## src/design/mb_macros.svh

```systemverilog
/* Core sizing and register map */
`ifndef MB_MACROS_SVH
`define MB_MACROS_SVH

// crossbar sizing
`define MB_NUM_PORTS      4
`define MB_PORT_W         2
`define MB_DATA_W         64
`define MB_DST_W          4             // low bits of a header beat
`define MB_IN_FIFO_DEPTH  4

// register port
`define MB_REG_AW         14
`define MB_REG_DW         32
`define MB_REG_TIMEOUT    16            // cycles to wait for a read reply
`define MB_GIT_HASH       32'h0c0f_fee5 // default build hash

// register map
`define MB_REG_GIT_HASH   14'h0000
`define MB_REG_NUM_PORTS  14'h0004
`define MB_REG_SCRATCH    14'h0008
`define MB_REG_CLOCK_CTRL 14'h000C
`define MB_REG_XBAR_BASE  14'h1000      // route entry d at base + 4*d

`endif
```

## src/design/mb_pkg.sv

```systemverilog
/* Shared bus types */
`include "mb_macros.svh"

package mb_pkg;

  // register request from the host side, 47 bits
  typedef struct packed {
    logic                  wr;
    logic [`MB_REG_AW-1:0] addr;
    logic [`MB_REG_DW-1:0] wdata;
  } reg_req_t;

  // register response back to the host, 33 bits
  typedef struct packed {
    logic                  err;
    logic [`MB_REG_DW-1:0] rdata;
  } reg_rsp_t;

  // strobe from the host port to the register peers, 48 bits
  typedef struct packed {
    logic                  wr_stb;
    logic                  rd_stb;
    logic [`MB_REG_AW-1:0] addr;
    logic [`MB_REG_DW-1:0] wdata;
  } reg_strobe_t;

  // peer read reply, data is zero when ack is low
  typedef struct packed {
    logic                  ack;
    logic [`MB_REG_DW-1:0] data;
  } reg_reply_t;

  // one stream beat, 65 bits
  typedef struct packed {
    logic [`MB_DATA_W-1:0] data;
    logic                  last;
  } axis_beat_t;

endpackage

```

## src/design/mb_core.sv

```systemverilog
/* Motherboard bus-clock core */
`timescale 1ns/1ps
`include "mb_macros.svh"

module mb_core (
  input  logic                                    bus_clk,
  input  logic                                    bus_rst,
  input  logic                                    i_req_valid,
  output logic                                    o_req_ready,
  input  mb_pkg::reg_req_t                        i_req,
  output logic                                    o_rsp_valid,
  input  logic                                    i_rsp_ready,
  output mb_pkg::reg_rsp_t                        o_rsp,
  input  mb_pkg::axis_beat_t [`MB_NUM_PORTS-1:0]  i_in_beat,
  input  logic [`MB_NUM_PORTS-1:0]                i_in_valid,
  output logic [`MB_NUM_PORTS-1:0]                o_in_ready,
  output mb_pkg::axis_beat_t [`MB_NUM_PORTS-1:0]  o_out_beat,
  output logic [`MB_NUM_PORTS-1:0]                o_out_valid,
  input  logic [`MB_NUM_PORTS-1:0]                i_out_ready,
  input  logic                                    i_ref_clk_locked,
  input  logic                                    i_meas_clk_locked,
  output logic [1:0]                              o_pps_select,
  output logic                                    o_pps_out_enb,
  output logic                                    o_ref_clk_reset,
  output logic                                    o_meas_clk_reset
);
  import mb_pkg::*;

  reg_strobe_t strobe;      // shared by both register peers
  reg_reply_t  reply_misc;
  reg_reply_t  reply_xbar;

  reg_host_port u_host (
    .bus_clk      (bus_clk),
    .bus_rst      (bus_rst),
    .i_req_valid  (i_req_valid),
    .o_req_ready  (o_req_ready),
    .i_req        (i_req),
    .o_rsp_valid  (o_rsp_valid),
    .i_rsp_ready  (i_rsp_ready),
    .o_rsp        (o_rsp),
    .o_strobe     (strobe),
    .i_reply_misc (reply_misc),
    .i_reply_xbar (reply_xbar)
  );

  mb_misc_regs u_misc (
    .bus_clk           (bus_clk),
    .bus_rst           (bus_rst),
    .i_strobe          (strobe),
    .o_reply           (reply_misc),
    .i_ref_clk_locked  (i_ref_clk_locked),
    .i_meas_clk_locked (i_meas_clk_locked),
    .o_pps_select      (o_pps_select),
    .o_pps_out_enb     (o_pps_out_enb),
    .o_ref_clk_reset   (o_ref_clk_reset),
    .o_meas_clk_reset  (o_meas_clk_reset)
  );

  pkt_crossbar u_xbar (
    .bus_clk     (bus_clk),
    .bus_rst     (bus_rst),
    .i_strobe    (strobe),
    .o_reply     (reply_xbar),
    .i_in_beat   (i_in_beat),
    .i_in_valid  (i_in_valid),
    .o_in_ready  (o_in_ready),
    .o_out_beat  (o_out_beat),
    .o_out_valid (o_out_valid),
    .i_out_ready (i_out_ready)
  );

endmodule

```

## src/design/pkt_crossbar.sv

```systemverilog
/* Packet crossbar */
`timescale 1ns/1ps
`include "mb_macros.svh"

module pkt_crossbar (
  input  logic                                    bus_clk,
  input  logic                                    bus_rst,
  input  mb_pkg::reg_strobe_t                     i_strobe,
  output mb_pkg::reg_reply_t                      o_reply,
  input  mb_pkg::axis_beat_t [`MB_NUM_PORTS-1:0]  i_in_beat,
  input  logic [`MB_NUM_PORTS-1:0]                i_in_valid,
  output logic [`MB_NUM_PORTS-1:0]                o_in_ready,
  output mb_pkg::axis_beat_t [`MB_NUM_PORTS-1:0]  o_out_beat,
  output logic [`MB_NUM_PORTS-1:0]                o_out_valid,
  input  logic [`MB_NUM_PORTS-1:0]                i_out_ready
);
  import mb_pkg::*;

  localparam int N  = `MB_NUM_PORTS;
  localparam int PW = `MB_PORT_W;

  axis_beat_t [N-1:0]           head;
  logic [N-1:0]                 head_valid;
  logic [N-1:0]                 head_pop;
  logic [N-1:0]                 in_pkt_q;     // head is past the header beat
  logic [N-1:0][PW-1:0]         port_q;       // routed port of the open packet
  logic [N-1:0][PW-1:0]         lookup_port;
  logic [N-1:0][PW-1:0]         route_port;
  logic [N-1:0][`MB_DST_W-1:0]  lookup_dst;
  logic [N-1:0][N-1:0]          out_req;      // [output][input]
  logic [N-1:0][N-1:0]          out_pop;

  //////////////////////////////////////////////////////////////////////
  // input side
  //////////////////////////////////////////////////////////////////////
  for (genvar gi = 0; gi < N; gi++) begin : g_in
    stream_fifo #(
      .DEPTH (`MB_IN_FIFO_DEPTH),
      .T     (axis_beat_t)
    ) u_in_fifo (
      .bus_clk (bus_clk),
      .bus_rst (bus_rst),
      .i_valid (i_in_valid[gi]),
      .o_ready (o_in_ready[gi]),
      .i_data  (i_in_beat[gi]),
      .o_valid (head_valid[gi]),
      .i_ready (head_pop[gi]),
      .o_data  (head[gi])
    );

    assign lookup_dst[gi] = head[gi].data[`MB_DST_W-1:0];
    assign route_port[gi] = in_pkt_q[gi] ? port_q[gi] : lookup_port[gi];
  end

  pkt_route_table u_route_table (
    .bus_clk       (bus_clk),
    .bus_rst       (bus_rst),
    .i_strobe      (i_strobe),
    .o_reply       (o_reply),
    .i_lookup_dst  (lookup_dst),
    .o_lookup_port (lookup_port)
  );

  always_comb begin
    out_req  = '0;
    head_pop = '0;
    for (int o = 0; o < N; o++) begin
      for (int i = 0; i < N; i++) begin
        out_req[o][i] = head_valid[i] && (route_port[i] == PW'(o));
        head_pop[i]   = head_pop[i] | out_pop[o][i];
      end
    end
  end

  always_ff @(posedge bus_clk) begin
    if (bus_rst) begin
      in_pkt_q <= '0;
    end else begin
      for (int i = 0; i < N; i++) begin
        if (head_pop[i]) in_pkt_q[i] <= !head[i].last;
      end
    end
  end

  // hold the header's route for the rest of the packet
  always_ff @(posedge bus_clk) begin
    for (int i = 0; i < N; i++) begin
      if (head_pop[i] && !in_pkt_q[i]) port_q[i] <= lookup_port[i];
    end
  end

  //////////////////////////////////////////////////////////////////////
  // output side
  //////////////////////////////////////////////////////////////////////
  for (genvar go = 0; go < N; go++) begin : g_out
    xbar_out_arbiter u_arb (
      .bus_clk   (bus_clk),
      .bus_rst   (bus_rst),
      .i_request (out_req[go]),
      .i_beat    (head),
      .i_valid   (head_valid),
      .o_pop     (out_pop[go]),
      .o_beat    (o_out_beat[go]),
      .o_valid   (o_out_valid[go]),
      .i_ready   (i_out_ready[go])
    );
  end

endmodule

```

## src/design/xbar_out_arbiter.sv

```systemverilog
/* Round-robin packet arbiter */
`timescale 1ns/1ps
`include "mb_macros.svh"

module xbar_out_arbiter (
  input  logic                                    bus_clk,
  input  logic                                    bus_rst,
  input  logic [`MB_NUM_PORTS-1:0]                i_request,
  input  mb_pkg::axis_beat_t [`MB_NUM_PORTS-1:0]  i_beat,
  input  logic [`MB_NUM_PORTS-1:0]                i_valid,
  output logic [`MB_NUM_PORTS-1:0]                o_pop,
  output mb_pkg::axis_beat_t                      o_beat,
  output logic                                    o_valid,
  input  logic                                    i_ready
);

  localparam int N  = `MB_NUM_PORTS;
  localparam int PW = `MB_PORT_W;

  logic          locked_q;  // a packet owns this output
  logic [PW-1:0] grant_q;   // current or last granted input
  logic [PW-1:0] pick;
  logic          found;
  logic          accept;

  // search starts just after the last grant
  always_comb begin
    pick  = grant_q;
    found = 1'b0;
    for (int k = 1; k <= N; k++) begin
      if (!found && i_request[(int'(grant_q) + k) % N]) begin
        pick  = PW'((int'(grant_q) + k) % N);
        found = 1'b1;
      end
    end
  end

  assign o_valid = locked_q && i_valid[grant_q];
  assign o_beat  = i_beat[grant_q];
  assign accept  = o_valid && i_ready;
  assign o_pop   = accept ? (N'(1) << grant_q) : '0;

  always_ff @(posedge bus_clk) begin
    if (bus_rst) begin
      locked_q <= 1'b0;
      grant_q  <= PW'(N - 1);  // input 0 wins first
    end else if (!locked_q) begin
      if (found) begin
        locked_q <= 1'b1;
        grant_q  <= pick;
      end
    end else if (accept && o_beat.last) begin
      locked_q <= 1'b0;  // end of packet
    end
  end

  // pops only go to an input whose head is routed here
  assert property (@(posedge bus_clk) disable iff (bus_rst)
    (o_pop != '0) |-> ((o_pop & i_request) == o_pop))
    else $error("arbiter popped an input that does not request this output");

endmodule

```

## src/design/pkt_route_table.sv

```systemverilog
/* Crossbar route table */
`timescale 1ns/1ps
`include "mb_macros.svh"

module pkt_route_table (
  input  logic                                       bus_clk,
  input  logic                                       bus_rst,
  input  mb_pkg::reg_strobe_t                        i_strobe,
  output mb_pkg::reg_reply_t                         o_reply,
  input  logic [`MB_NUM_PORTS-1:0][`MB_DST_W-1:0]    i_lookup_dst,
  output logic [`MB_NUM_PORTS-1:0][`MB_PORT_W-1:0]   o_lookup_port
);

  localparam int                    NUM_DST   = 1 << `MB_DST_W;
  localparam logic [`MB_REG_AW-1:0] SPAN_MASK = `MB_REG_AW'(4 * NUM_DST - 1);

  logic [NUM_DST-1:0][`MB_PORT_W-1:0] route_q;
  logic [`MB_DST_W-1:0]               idx;
  logic                               hit;
  logic                               ack_q;
  logic [`MB_REG_DW-1:0]              data_q;

  assign idx = i_strobe.addr[`MB_DST_W+1:2];
  assign hit = ((i_strobe.addr & ~SPAN_MASK) == `MB_REG_XBAR_BASE) &&
               (i_strobe.addr[1:0] == 2'b00);

  always_ff @(posedge bus_clk) begin
    if (bus_rst) begin
      for (int d = 0; d < NUM_DST; d++) begin
        route_q[d] <= `MB_PORT_W'(d % `MB_NUM_PORTS);  // spread dests over ports
      end
    end else if (i_strobe.wr_stb && hit) begin
      route_q[idx] <= i_strobe.wdata[`MB_PORT_W-1:0];
    end
  end

  always_ff @(posedge bus_clk) begin
    if (bus_rst) ack_q <= 1'b0;
    else         ack_q <= i_strobe.rd_stb && hit;
  end

  always_ff @(posedge bus_clk) begin
    data_q <= (i_strobe.rd_stb && hit) ? `MB_REG_DW'(route_q[idx]) : '0;
  end

  assign o_reply.ack  = ack_q;
  assign o_reply.data = data_q;

  always_comb begin
    for (int i = 0; i < `MB_NUM_PORTS; i++) begin
      o_lookup_port[i] = route_q[i_lookup_dst[i]];
    end
  end

endmodule

```

## src/design/mb_misc_regs.sv

```systemverilog
/* Misc and clock control registers */
`timescale 1ns/1ps
`include "mb_macros.svh"

module mb_misc_regs #(
  parameter logic [`MB_REG_DW-1:0] GIT_HASH = `MB_GIT_HASH
) (
  input  logic                bus_clk,
  input  logic                bus_rst,
  input  mb_pkg::reg_strobe_t i_strobe,
  output mb_pkg::reg_reply_t  o_reply,
  input  logic                i_ref_clk_locked,
  input  logic                i_meas_clk_locked,
  output logic [1:0]          o_pps_select,
  output logic                o_pps_out_enb,
  output logic                o_ref_clk_reset,
  output logic                o_meas_clk_reset
);

  logic [`MB_REG_DW-1:0] scratch_q;
  logic [1:0]            ref_sync_q;   // [1] is the synchronized level
  logic [1:0]            meas_sync_q;
  logic                  rd_hit;
  logic [`MB_REG_DW-1:0] rd_data;
  logic                  ack_q;
  logic [`MB_REG_DW-1:0] data_q;

  //////////////////////////////////////////////////////////////////////
  // lock inputs come from other clock domains
  //////////////////////////////////////////////////////////////////////
  always_ff @(posedge bus_clk) begin
    if (bus_rst) begin
      ref_sync_q  <= '0;
      meas_sync_q <= '0;
    end else begin
      ref_sync_q  <= {ref_sync_q[0], i_ref_clk_locked};
      meas_sync_q <= {meas_sync_q[0], i_meas_clk_locked};
    end
  end

  always_ff @(posedge bus_clk) begin
    if (bus_rst) begin
      scratch_q        <= '0;
      o_pps_select     <= 2'b01;  // internal pps by default
      o_pps_out_enb    <= 1'b0;
      o_ref_clk_reset  <= 1'b0;
      o_meas_clk_reset <= 1'b0;
    end else if (i_strobe.wr_stb) begin
      case (i_strobe.addr)
        `MB_REG_SCRATCH: scratch_q <= i_strobe.wdata;
        `MB_REG_CLOCK_CTRL: begin
          o_pps_select     <= i_strobe.wdata[1:0];
          o_pps_out_enb    <= i_strobe.wdata[4];
          o_ref_clk_reset  <= i_strobe.wdata[8];
          o_meas_clk_reset <= i_strobe.wdata[12];
        end
        default: ;  // not ours
      endcase
    end
  end

  always_comb begin
    rd_hit  = 1'b1;
    rd_data = '0;
    case (i_strobe.addr)
      `MB_REG_GIT_HASH:  rd_data = GIT_HASH;
      `MB_REG_NUM_PORTS: rd_data = `MB_REG_DW'(`MB_NUM_PORTS);
      `MB_REG_SCRATCH:   rd_data = scratch_q;
      `MB_REG_CLOCK_CTRL: begin
        rd_data[1:0] = o_pps_select;
        rd_data[4]   = o_pps_out_enb;
        rd_data[8]   = o_ref_clk_reset;
        rd_data[9]   = ref_sync_q[1];
        rd_data[12]  = o_meas_clk_reset;
        rd_data[13]  = meas_sync_q[1];
      end
      default: rd_hit = 1'b0;
    endcase
  end

  always_ff @(posedge bus_clk) begin
    if (bus_rst) ack_q <= 1'b0;
    else         ack_q <= i_strobe.rd_stb && rd_hit;
  end

  // zero unless replying, the host ORs the peers
  always_ff @(posedge bus_clk) begin
    data_q <= (i_strobe.rd_stb && rd_hit) ? rd_data : '0;
  end

  assign o_reply.ack  = ack_q;
  assign o_reply.data = data_q;

endmodule

```

## src/design/reg_host_port.sv

```systemverilog
/* Register host port */
`timescale 1ns/1ps
`include "mb_macros.svh"

module reg_host_port (
  input  logic                bus_clk,
  input  logic                bus_rst,
  input  logic                i_req_valid,
  output logic                o_req_ready,
  input  mb_pkg::reg_req_t    i_req,
  output logic                o_rsp_valid,
  input  logic                i_rsp_ready,
  output mb_pkg::reg_rsp_t    o_rsp,
  output mb_pkg::reg_strobe_t o_strobe,
  input  mb_pkg::reg_reply_t  i_reply_misc,
  input  mb_pkg::reg_reply_t  i_reply_xbar
);
  import mb_pkg::*;

  localparam int TW = $clog2(`MB_REG_TIMEOUT);

  typedef enum logic [1:0] {
    S_IDLE,
    S_WAIT,  // strobe cycle
    S_RESP   // collect reply or count down
  } state_t;

  state_t        state_q;
  reg_req_t      req_q;
  logic [TW-1:0] wait_cnt_q;
  logic          accept;
  logic          any_reply;
  logic          timed_out;
  logic          rsp_push;
  logic          fifo_ready;
  reg_rsp_t      rsp_d;

  assign accept    = i_req_valid && o_req_ready;
  assign any_reply = i_reply_misc.ack | i_reply_xbar.ack;
  assign timed_out = (wait_cnt_q == TW'(`MB_REG_TIMEOUT - 1));
  assign rsp_push  = (state_q == S_RESP) && (req_q.wr || any_reply || timed_out);

  // writes ack right away, reads take the merged peer data
  assign rsp_d.err   = !req_q.wr && !any_reply;
  assign rsp_d.rdata = i_reply_misc.data | i_reply_xbar.data;

  assign o_req_ready = (state_q == S_IDLE) && fifo_ready && !o_rsp_valid;

  assign o_strobe.wr_stb = (state_q == S_WAIT) && req_q.wr;
  assign o_strobe.rd_stb = (state_q == S_WAIT) && !req_q.wr;
  assign o_strobe.addr   = req_q.addr;
  assign o_strobe.wdata  = req_q.wdata;

  always_ff @(posedge bus_clk) begin
    if (accept) req_q <= i_req;
  end

  always_ff @(posedge bus_clk) begin
    if (bus_rst) begin
      state_q    <= S_IDLE;
      wait_cnt_q <= '0;
    end else begin
      case (state_q)
        S_IDLE: begin
          if (accept) state_q <= S_WAIT;
        end
        S_WAIT: begin
          state_q    <= S_RESP;
          wait_cnt_q <= '0;
        end
        S_RESP: begin
          wait_cnt_q <= wait_cnt_q + 1'b1;
          if (rsp_push) state_q <= S_IDLE;
        end
        default: state_q <= S_IDLE;
      endcase
    end
  end

  stream_fifo #(
    .DEPTH (2),
    .T     (reg_rsp_t)
  ) u_rsp_fifo (
    .bus_clk (bus_clk),
    .bus_rst (bus_rst),
    .i_valid (rsp_push),
    .o_ready (fifo_ready),
    .i_data  (rsp_d),
    .o_valid (o_rsp_valid),
    .i_ready (i_rsp_ready),
    .o_data  (o_rsp)
  );

  // peers decode disjoint address ranges
  assert property (@(posedge bus_clk) disable iff (bus_rst)
    !(i_reply_misc.ack && i_reply_xbar.ack))
    else $error("two register peers replied in the same cycle");

endmodule

```

## src/design/stream_fifo.sv

```systemverilog
/* Valid/ready FIFO */
`timescale 1ns/1ps

module stream_fifo #(
  parameter int  DEPTH = 2,
  parameter type T     = logic [7:0]
) (
  input  logic bus_clk,
  input  logic bus_rst,
  input  logic i_valid,
  output logic o_ready,
  input  T     i_data,
  output logic o_valid,
  input  logic i_ready,
  output T     o_data
);

  localparam int AW = (DEPTH > 1) ? $clog2(DEPTH) : 1;

  T              mem [DEPTH];
  logic [AW-1:0] wr_ptr;
  logic [AW-1:0] rd_ptr;
  logic [AW:0]   count;
  logic          do_wr;
  logic          do_rd;

  assign o_ready = (count < DEPTH);
  assign o_valid = (count != '0);
  assign o_data  = mem[rd_ptr];
  assign do_wr   = i_valid && o_ready;
  assign do_rd   = o_valid && i_ready;

  always_ff @(posedge bus_clk) begin
    if (do_wr) mem[wr_ptr] <= i_data;
  end

  always_ff @(posedge bus_clk) begin
    if (bus_rst) begin
      wr_ptr <= '0;
      rd_ptr <= '0;
      count  <= '0;
    end else begin
      if (do_wr) wr_ptr <= (wr_ptr == AW'(DEPTH - 1)) ? '0 : wr_ptr + 1'b1;
      if (do_rd) rd_ptr <= (rd_ptr == AW'(DEPTH - 1)) ? '0 : rd_ptr + 1'b1;
      case ({do_wr, do_rd})
        2'b10:   count <= count + 1'b1;
        2'b01:   count <= count - 1'b1;
        default: count <= count;
      endcase
    end
  end

  // a writer refused while full holds its data
  assert property (@(posedge bus_clk) disable iff (bus_rst)
    (i_valid && !o_ready) |=> (i_valid && $stable(i_data)))
    else $error("stream_fifo input dropped while full");

endmodule

```

## config.mk

```make
export PLATFORM = sky130hd
export DESIGN_NAME = mb_core
export DESIGN_NICKNAME = d
export VERILOG_FILES = /design/src/design/mb_pkg.sv /design/src/design/mb_core.sv /design/src/design/pkt_crossbar.sv /design/src/design/xbar_out_arbiter.sv /design/src/design/pkt_route_table.sv /design/src/design/mb_misc_regs.sv /design/src/design/reg_host_port.sv /design/src/design/stream_fifo.sv
export VERILOG_INCLUDE_DIRS = /design/src /design/src/design
export SDC_FILE = /design/constraint.sdc
export NUM_CORES = 2
export LEC_CHECK = 0
export BUFFER_PORTS_ARGS = -buffer_cell sky130_fd_sc_hd__clkbuf_2
export CAP_MARGIN = 20
export CELL_PAD_IN_SITES_DETAIL_PLACEMENT = 1
export CELL_PAD_IN_SITES_GLOBAL_PLACEMENT = 1
export CORE_MARGIN = 2
export CORE_UTILIZATION = 35
export DETAILED_ROUTE_END_ITERATION = 8
export GPL_TIMING_DRIVEN = 1
export PLACE_DENSITY_LB_ADDON = 0.1
export SYNTH_ARGS = -nofsm -noshare
export SYNTH_HDL_FRONTEND = slang
export SYNTH_SLANG_ARGS = --single-unit
```

## constraint.sdc

```tcl
create_clock -name bus_clk -period 3.7 [get_ports bus_clk]
set_input_delay 0.925 -clock bus_clk [delete_from_list [all_inputs] [get_ports bus_clk]]
set_output_delay 0.925 -clock bus_clk [all_outputs]
set_load 0.05 [all_outputs]
```

==> metrics.txt <==
# TYPE chip_impl_metric gauge
chip_impl_info{name="status",value="finished with violations"} 1
chip_impl_info{name="failed_checks",value="negative setup slack"} 1
chip_impl_metric{name="grt_start_max_net_pins",unit=""} 115
chip_impl_metric{name="route.detailed.wl_per_inst",unit="um"} 32.27
chip_impl_metric{name="clock_tree.htree_level_count",unit=""} 4
chip_impl_metric{name="cp_slowest_stage_delay",unit="ns"} 0.60
chip_impl_metric{name="clockPowerShare",unit="%"} 27.7
chip_impl_metric{name="share_comb_of_total_power",unit="%"} 39.1
chip_impl_metric{name="arrival",unit="ns"} 2.93
chip_impl_metric{name="die_w",unit="um"} 407.7
chip_impl_metric{name="timing.max_slew.rel_slack",unit="%"} 41.86
chip_impl_info{name="critPathKind",value="register to primary output"} 1
chip_impl_info{name="cts_tree",value="done"} 1
chip_impl_metric{name="fin_cells",unit=""} 6086
chip_impl_metric{name="max-cap-violations",unit=""} 0
chip_impl_metric{name="critical_path.n_buffers_inverters",unit=""} 4
chip_impl_metric{name="cts-root-to-sink-buffers",unit=""} 3
chip_impl_info{name="timing.critical_path.cells",value="buf_12 > buf_16 > buf_16 > mux4_2 > mux4_2 > buf_8"} 1
chip_impl_metric{name="ys_seq_elements",unit=""} 1333
chip_impl_metric{name="wl",unit="mm"} 196.4
chip_impl_info{name="end_kind",value="primary output"} 1
chip_impl_metric{name="count_of_unresolved_drc_violations_after_routing",unit=""} 0
chip_impl_metric{name="timing.final.ws_setup",unit="ns"} -0.1564
chip_impl_metric{name="seqPwrFrac",unit="%"} 33.1
chip_impl_metric{name="design.core.area",unit="um^2"} 162200
chip_impl_info{name="startpoint_type",value="register"} 1
chip_impl_metric{name="final_number_of_max_transition_violations",unit=""} 0
chip_impl_metric{name="gp_congestion",unit=""} 0.8598
chip_impl_metric{name="yosys.area.top_type_share",unit="%"} 61.12
chip_impl_metric{name="area_of_the_die",unit="um^2"} 166200
chip_impl_metric{name="finish.instance_area",unit="um^2"} 73100
chip_impl_info{name="synth.area.top_cells",value="sky130_fd_sc_hd__edfxtp_1, sky130_fd_sc_hd__mux4_2, sky130_fd_sc_hd__dfxtp_1, sky130_fd_sc_hd__mux2i_1, sky130_fd_sc_hd__ha_1"} 1
chip_impl_metric{name="timing.critical_path.required",unit="ns"} 2.77
chip_impl_metric{name="grt_pass1_wl",unit="mm"} 273.9
chip_impl_info{name="synth.top_cells.by_count",value="sky130_fd_sc_hd__edfxtp_1, sky130_fd_sc_hd__mux4_2, sky130_fd_sc_hd__dfxtp_1"} 1
chip_impl_metric{name="numClockSinks",unit=""} 1333
chip_impl_metric{name="grt_pass1_vias",unit=""} 35902
chip_impl_metric{name="vias_per_cell",unit=""} 5.464
chip_impl_metric{name="power.leakage",unit="nW"} 24.81
chip_impl_metric{name="route.antenna.remaining_nets",unit=""} 0
chip_impl_metric{name="synthesis.yosys.warnings",unit=""} 0
chip_impl_info{name="hp-class",value="input port to register"} 1
chip_impl_metric{name="io_pins",unit=""} 629
chip_impl_metric{name="layout.nets",unit=""} 4131
chip_impl_metric{name="synth.distinct_cells",unit=""} 66
chip_impl_metric{name="synth.yosys.seq_area_share",unit="%"} 67.16
chip_impl_metric{name="grt_antenna_before_repair",unit=""} 66
chip_impl_metric{name="critPathMaxFanout",unit=""} 5
chip_impl_metric{name="tns",unit="ns"} -21.35
chip_impl_info{name="synth_ff_type",value="sky130_fd_sc_hd__edfxtp_1"} 1
chip_impl_metric{name="postSynth.asyncResetShare",unit="%"} 0
chip_impl_info{name="timing.critical_path.max_delay_family",value="multiplexers"} 1
chip_impl_metric{name="power.density",unit="nW/um^2"} 727.4
chip_impl_metric{name="initial_core_util",unit="%"} 35.16
chip_impl_metric{name="layout-drive-gt1-share",unit="%"} 43.89
chip_impl_metric{name="detailed_place.area",unit="um^2"} 63590
chip_impl_metric{name="path_clk_slew",unit="ns"} 0.06
chip_impl_info{name="yosysMostFrequentCell",value="sky130_fd_sc_hd__edfxtp_1"} 1
chip_impl_metric{name="period_share",unit="%"} 104.2
chip_impl_metric{name="post_synth_inst_count",unit=""} 2948
chip_impl_metric{name="fin_worst_skew",unit="ns"} 0.02951
chip_impl_metric{name="synth_area",unit="um^2"} 57040
chip_impl_metric{name="setup_viol_count_final",unit=""} 255
chip_impl_metric{name="number_of_filler_instances_in_the_final_layout",unit=""} 15295
chip_impl_metric{name="area_growth",unit="%"} 28.15
chip_impl_metric{name="vias",unit=""} 33254
chip_impl_metric{name="ff_latch_area",unit="um^2"} 38350
chip_impl_metric{name="worst-slew-pin-transition",unit="ns"} 0.8721
chip_impl_info{name="clock_tree.root_cell",value="sky130_fd_sc_hd__clkbuf_16"} 1
chip_impl_metric{name="vdd.ir_drop.worst",unit="mV"} 0.6631
chip_impl_metric{name="timing.final.crit_period",unit="ns"} 3.856
chip_impl_metric{name="multiInputGateArea",unit="um^2"} 17940
chip_impl_metric{name="groute.usage.overall",unit="%"} 23.32
chip_impl_metric{name="cts_made_buffers",unit=""} 152
chip_impl_metric{name="drt_iter0_markers",unit=""} 2478
chip_impl_metric{name="p_int",unit="mW"} 34.42
chip_impl_metric{name="cts_hold_repair_buffers",unit=""} 0
chip_impl_metric{name="fp_rows",unit=""} 148
chip_impl_metric{name="fmax",unit="MHz"} 259.3
chip_impl_metric{name="hpwl",unit="mm"} 128.9
chip_impl_metric{name="hold_viol_final",unit=""} 0
chip_impl_metric{name="placed_cells_incl_taps",unit=""} 5683
chip_impl_metric{name="total_iterations_of_the_first_detailed_routing_run",unit=""} 7
chip_impl_metric{name="synth_nets",unit=""} 3319
chip_impl_metric{name="mean_instance_size_in_the_synthesized_netlist",unit="um^2"} 19.35
chip_impl_metric{name="p_sw_share",unit="%"} 35.26
chip_impl_metric{name="synth_enable_flop_cells",unit=""} 1161
chip_impl_metric{name="power.switching",unit="mW"} 18.75
chip_impl_info{name="grt_setup_unrepaired",value="true"} 1
chip_impl_metric{name="clk_latency",unit="ns"} 0.77
chip_impl_metric{name="numPortBuffers",unit=""} 628
chip_impl_info{name="worst_path_slowest_cell",value="sky130_fd_sc_hd__mux4_2"} 1
chip_impl_metric{name="grt.overflow.total",unit=""} 0
chip_impl_info{name="synth.largest_area_cell",value="sky130_fd_sc_hd__edfxtp_1"} 1
chip_impl_metric{name="die_h",unit="um"} 407.7
metal layers:
layer  up-vias  GRT usage [%]  wire length (um)
met5         -              0               388
met4        58          6.207              4625
met3       299          5.427             11430
met2      1033          40.86            102100
met1     17983          28.90             77810
li1      13881              -                 -
kinds of logic after synthesis:
group,count (synthesis),share of synthesized area [%]
compound gates,220,2.457
xor+xnor,13,0.1996
fa+ha+maj,50,1.149
buf+inv,247,1.805
flops,1333,67.16
mux,688,23.95
simple gates,397,3.277
placed cells by master (no fill, tap or decap), drive strengths merged, types with 38 or more instances in the layout:
cell type,instances
a21oi,89
and2,38
buf,469
clkbuf,568
clkinv,59
dfxtp,172
edfxtp,1161
ha,46
inv,69
mux2i,114
mux4,538
nand2,126
nor2,104
power by group through the flow:
stage | clock network (mW) | logic (mW) | registers, mW
finish | 14.7 | 20.8 | 17.6
global route | 15.6 | 21.5 | 17.7
CTS | 15.1 | 19.6 | 17.6
detailed placement | 0 | 16.3 | 17.9
global placement | 0 | 16.1 | 17.9
floorplan | 0 | 12.0 | 17.8
per-stage QoR:
stage | util [%] | total power [mW] | setup WS (ns) | hold WS, ns
3_5_place_dp | 39.20 | 34.26 | -0.3574 | 0.4146
3_3_place_gp | 39.20 | 34.01 | -0.2624 | 0.4087
5_1_grt | 45.05 | 54.81 | -0.2548 | 0.2920
4_1_cts | 44.54 | 52.34 | -0.1933 | 0.2809
2_1_floorplan | - | 29.74 | 0.4324 | 0.4037
6_report | 45.06 | 53.17 | -0.1564 | 0.3415
worst reg2reg max path: cells and delay by family, from the launching register on:
family | cells | cell delay [ns]
mux | 4 | 1.37
xor+xnor | 1 | 0.15
buf+inv | 4 | 0.53
compound gates | 3 | 0.92
flops | 1 | 0.37
simple gates | 2 | 0.32
path summary, 6_finish.rpt:
path,depth (start not counted),from,end,slack [ns]
max,6,register,o_out_beat[80],-0.16
max reg2reg,14,register,u_xbar.g_out[1].u_arb.grant_q[0],-0.08
min reg2reg,0,u_misc.data_q[16],u_host.u_rsp_fifo.mem[0][16],0.42
min,1,i_req[26],u_host.o_strobe[26],0.34
state kept, by name, summed over array words and instances, names as in the netlist, 4 cells and up, named ones only:
register and count:
u_xbar.g_in.u_in_fifo.rd_ptr 8, u_xbar.g_in.u_in_fifo.count 12, u_xbar.g_out.u_arb.grant_q 8, u_xbar.port_q 8
u_host.o_strobe 46, u_xbar.g_in.u_in_fifo.mem 1040, u_xbar.g_out.u_arb.locked_q 4, u_host.u_rsp_fifo.mem 66
u_xbar.g_in.u_in_fifo.wr_ptr 8, u_host.wait_cnt_q 4, u_xbar.in_pkt_q 4, u_misc.scratch_q 32
u_xbar.u_route_table.route_q 32, u_misc.data_q 32
repair_timing:
item	CTS	global route
endpoints found under the hold margin	0	0
gates cloned	21	3
pin swaps	5	20
setup buffers	51	25
resized for setup	606	301
endpoints found under the setup margin	272	272
layout make-up:
class                      count  share of cell area, %
sequential                  1333                  52.47
clock inverter                86                  1.205
clock buffer                 195                  5.483
antenna                       24                0.08216
inverter                      63                 0.3509
tap                         2175                  3.723
timing repair buffer         842                  12.15
multi-input combinational   1368                  24.54
(Power assumes the default switching activity.)
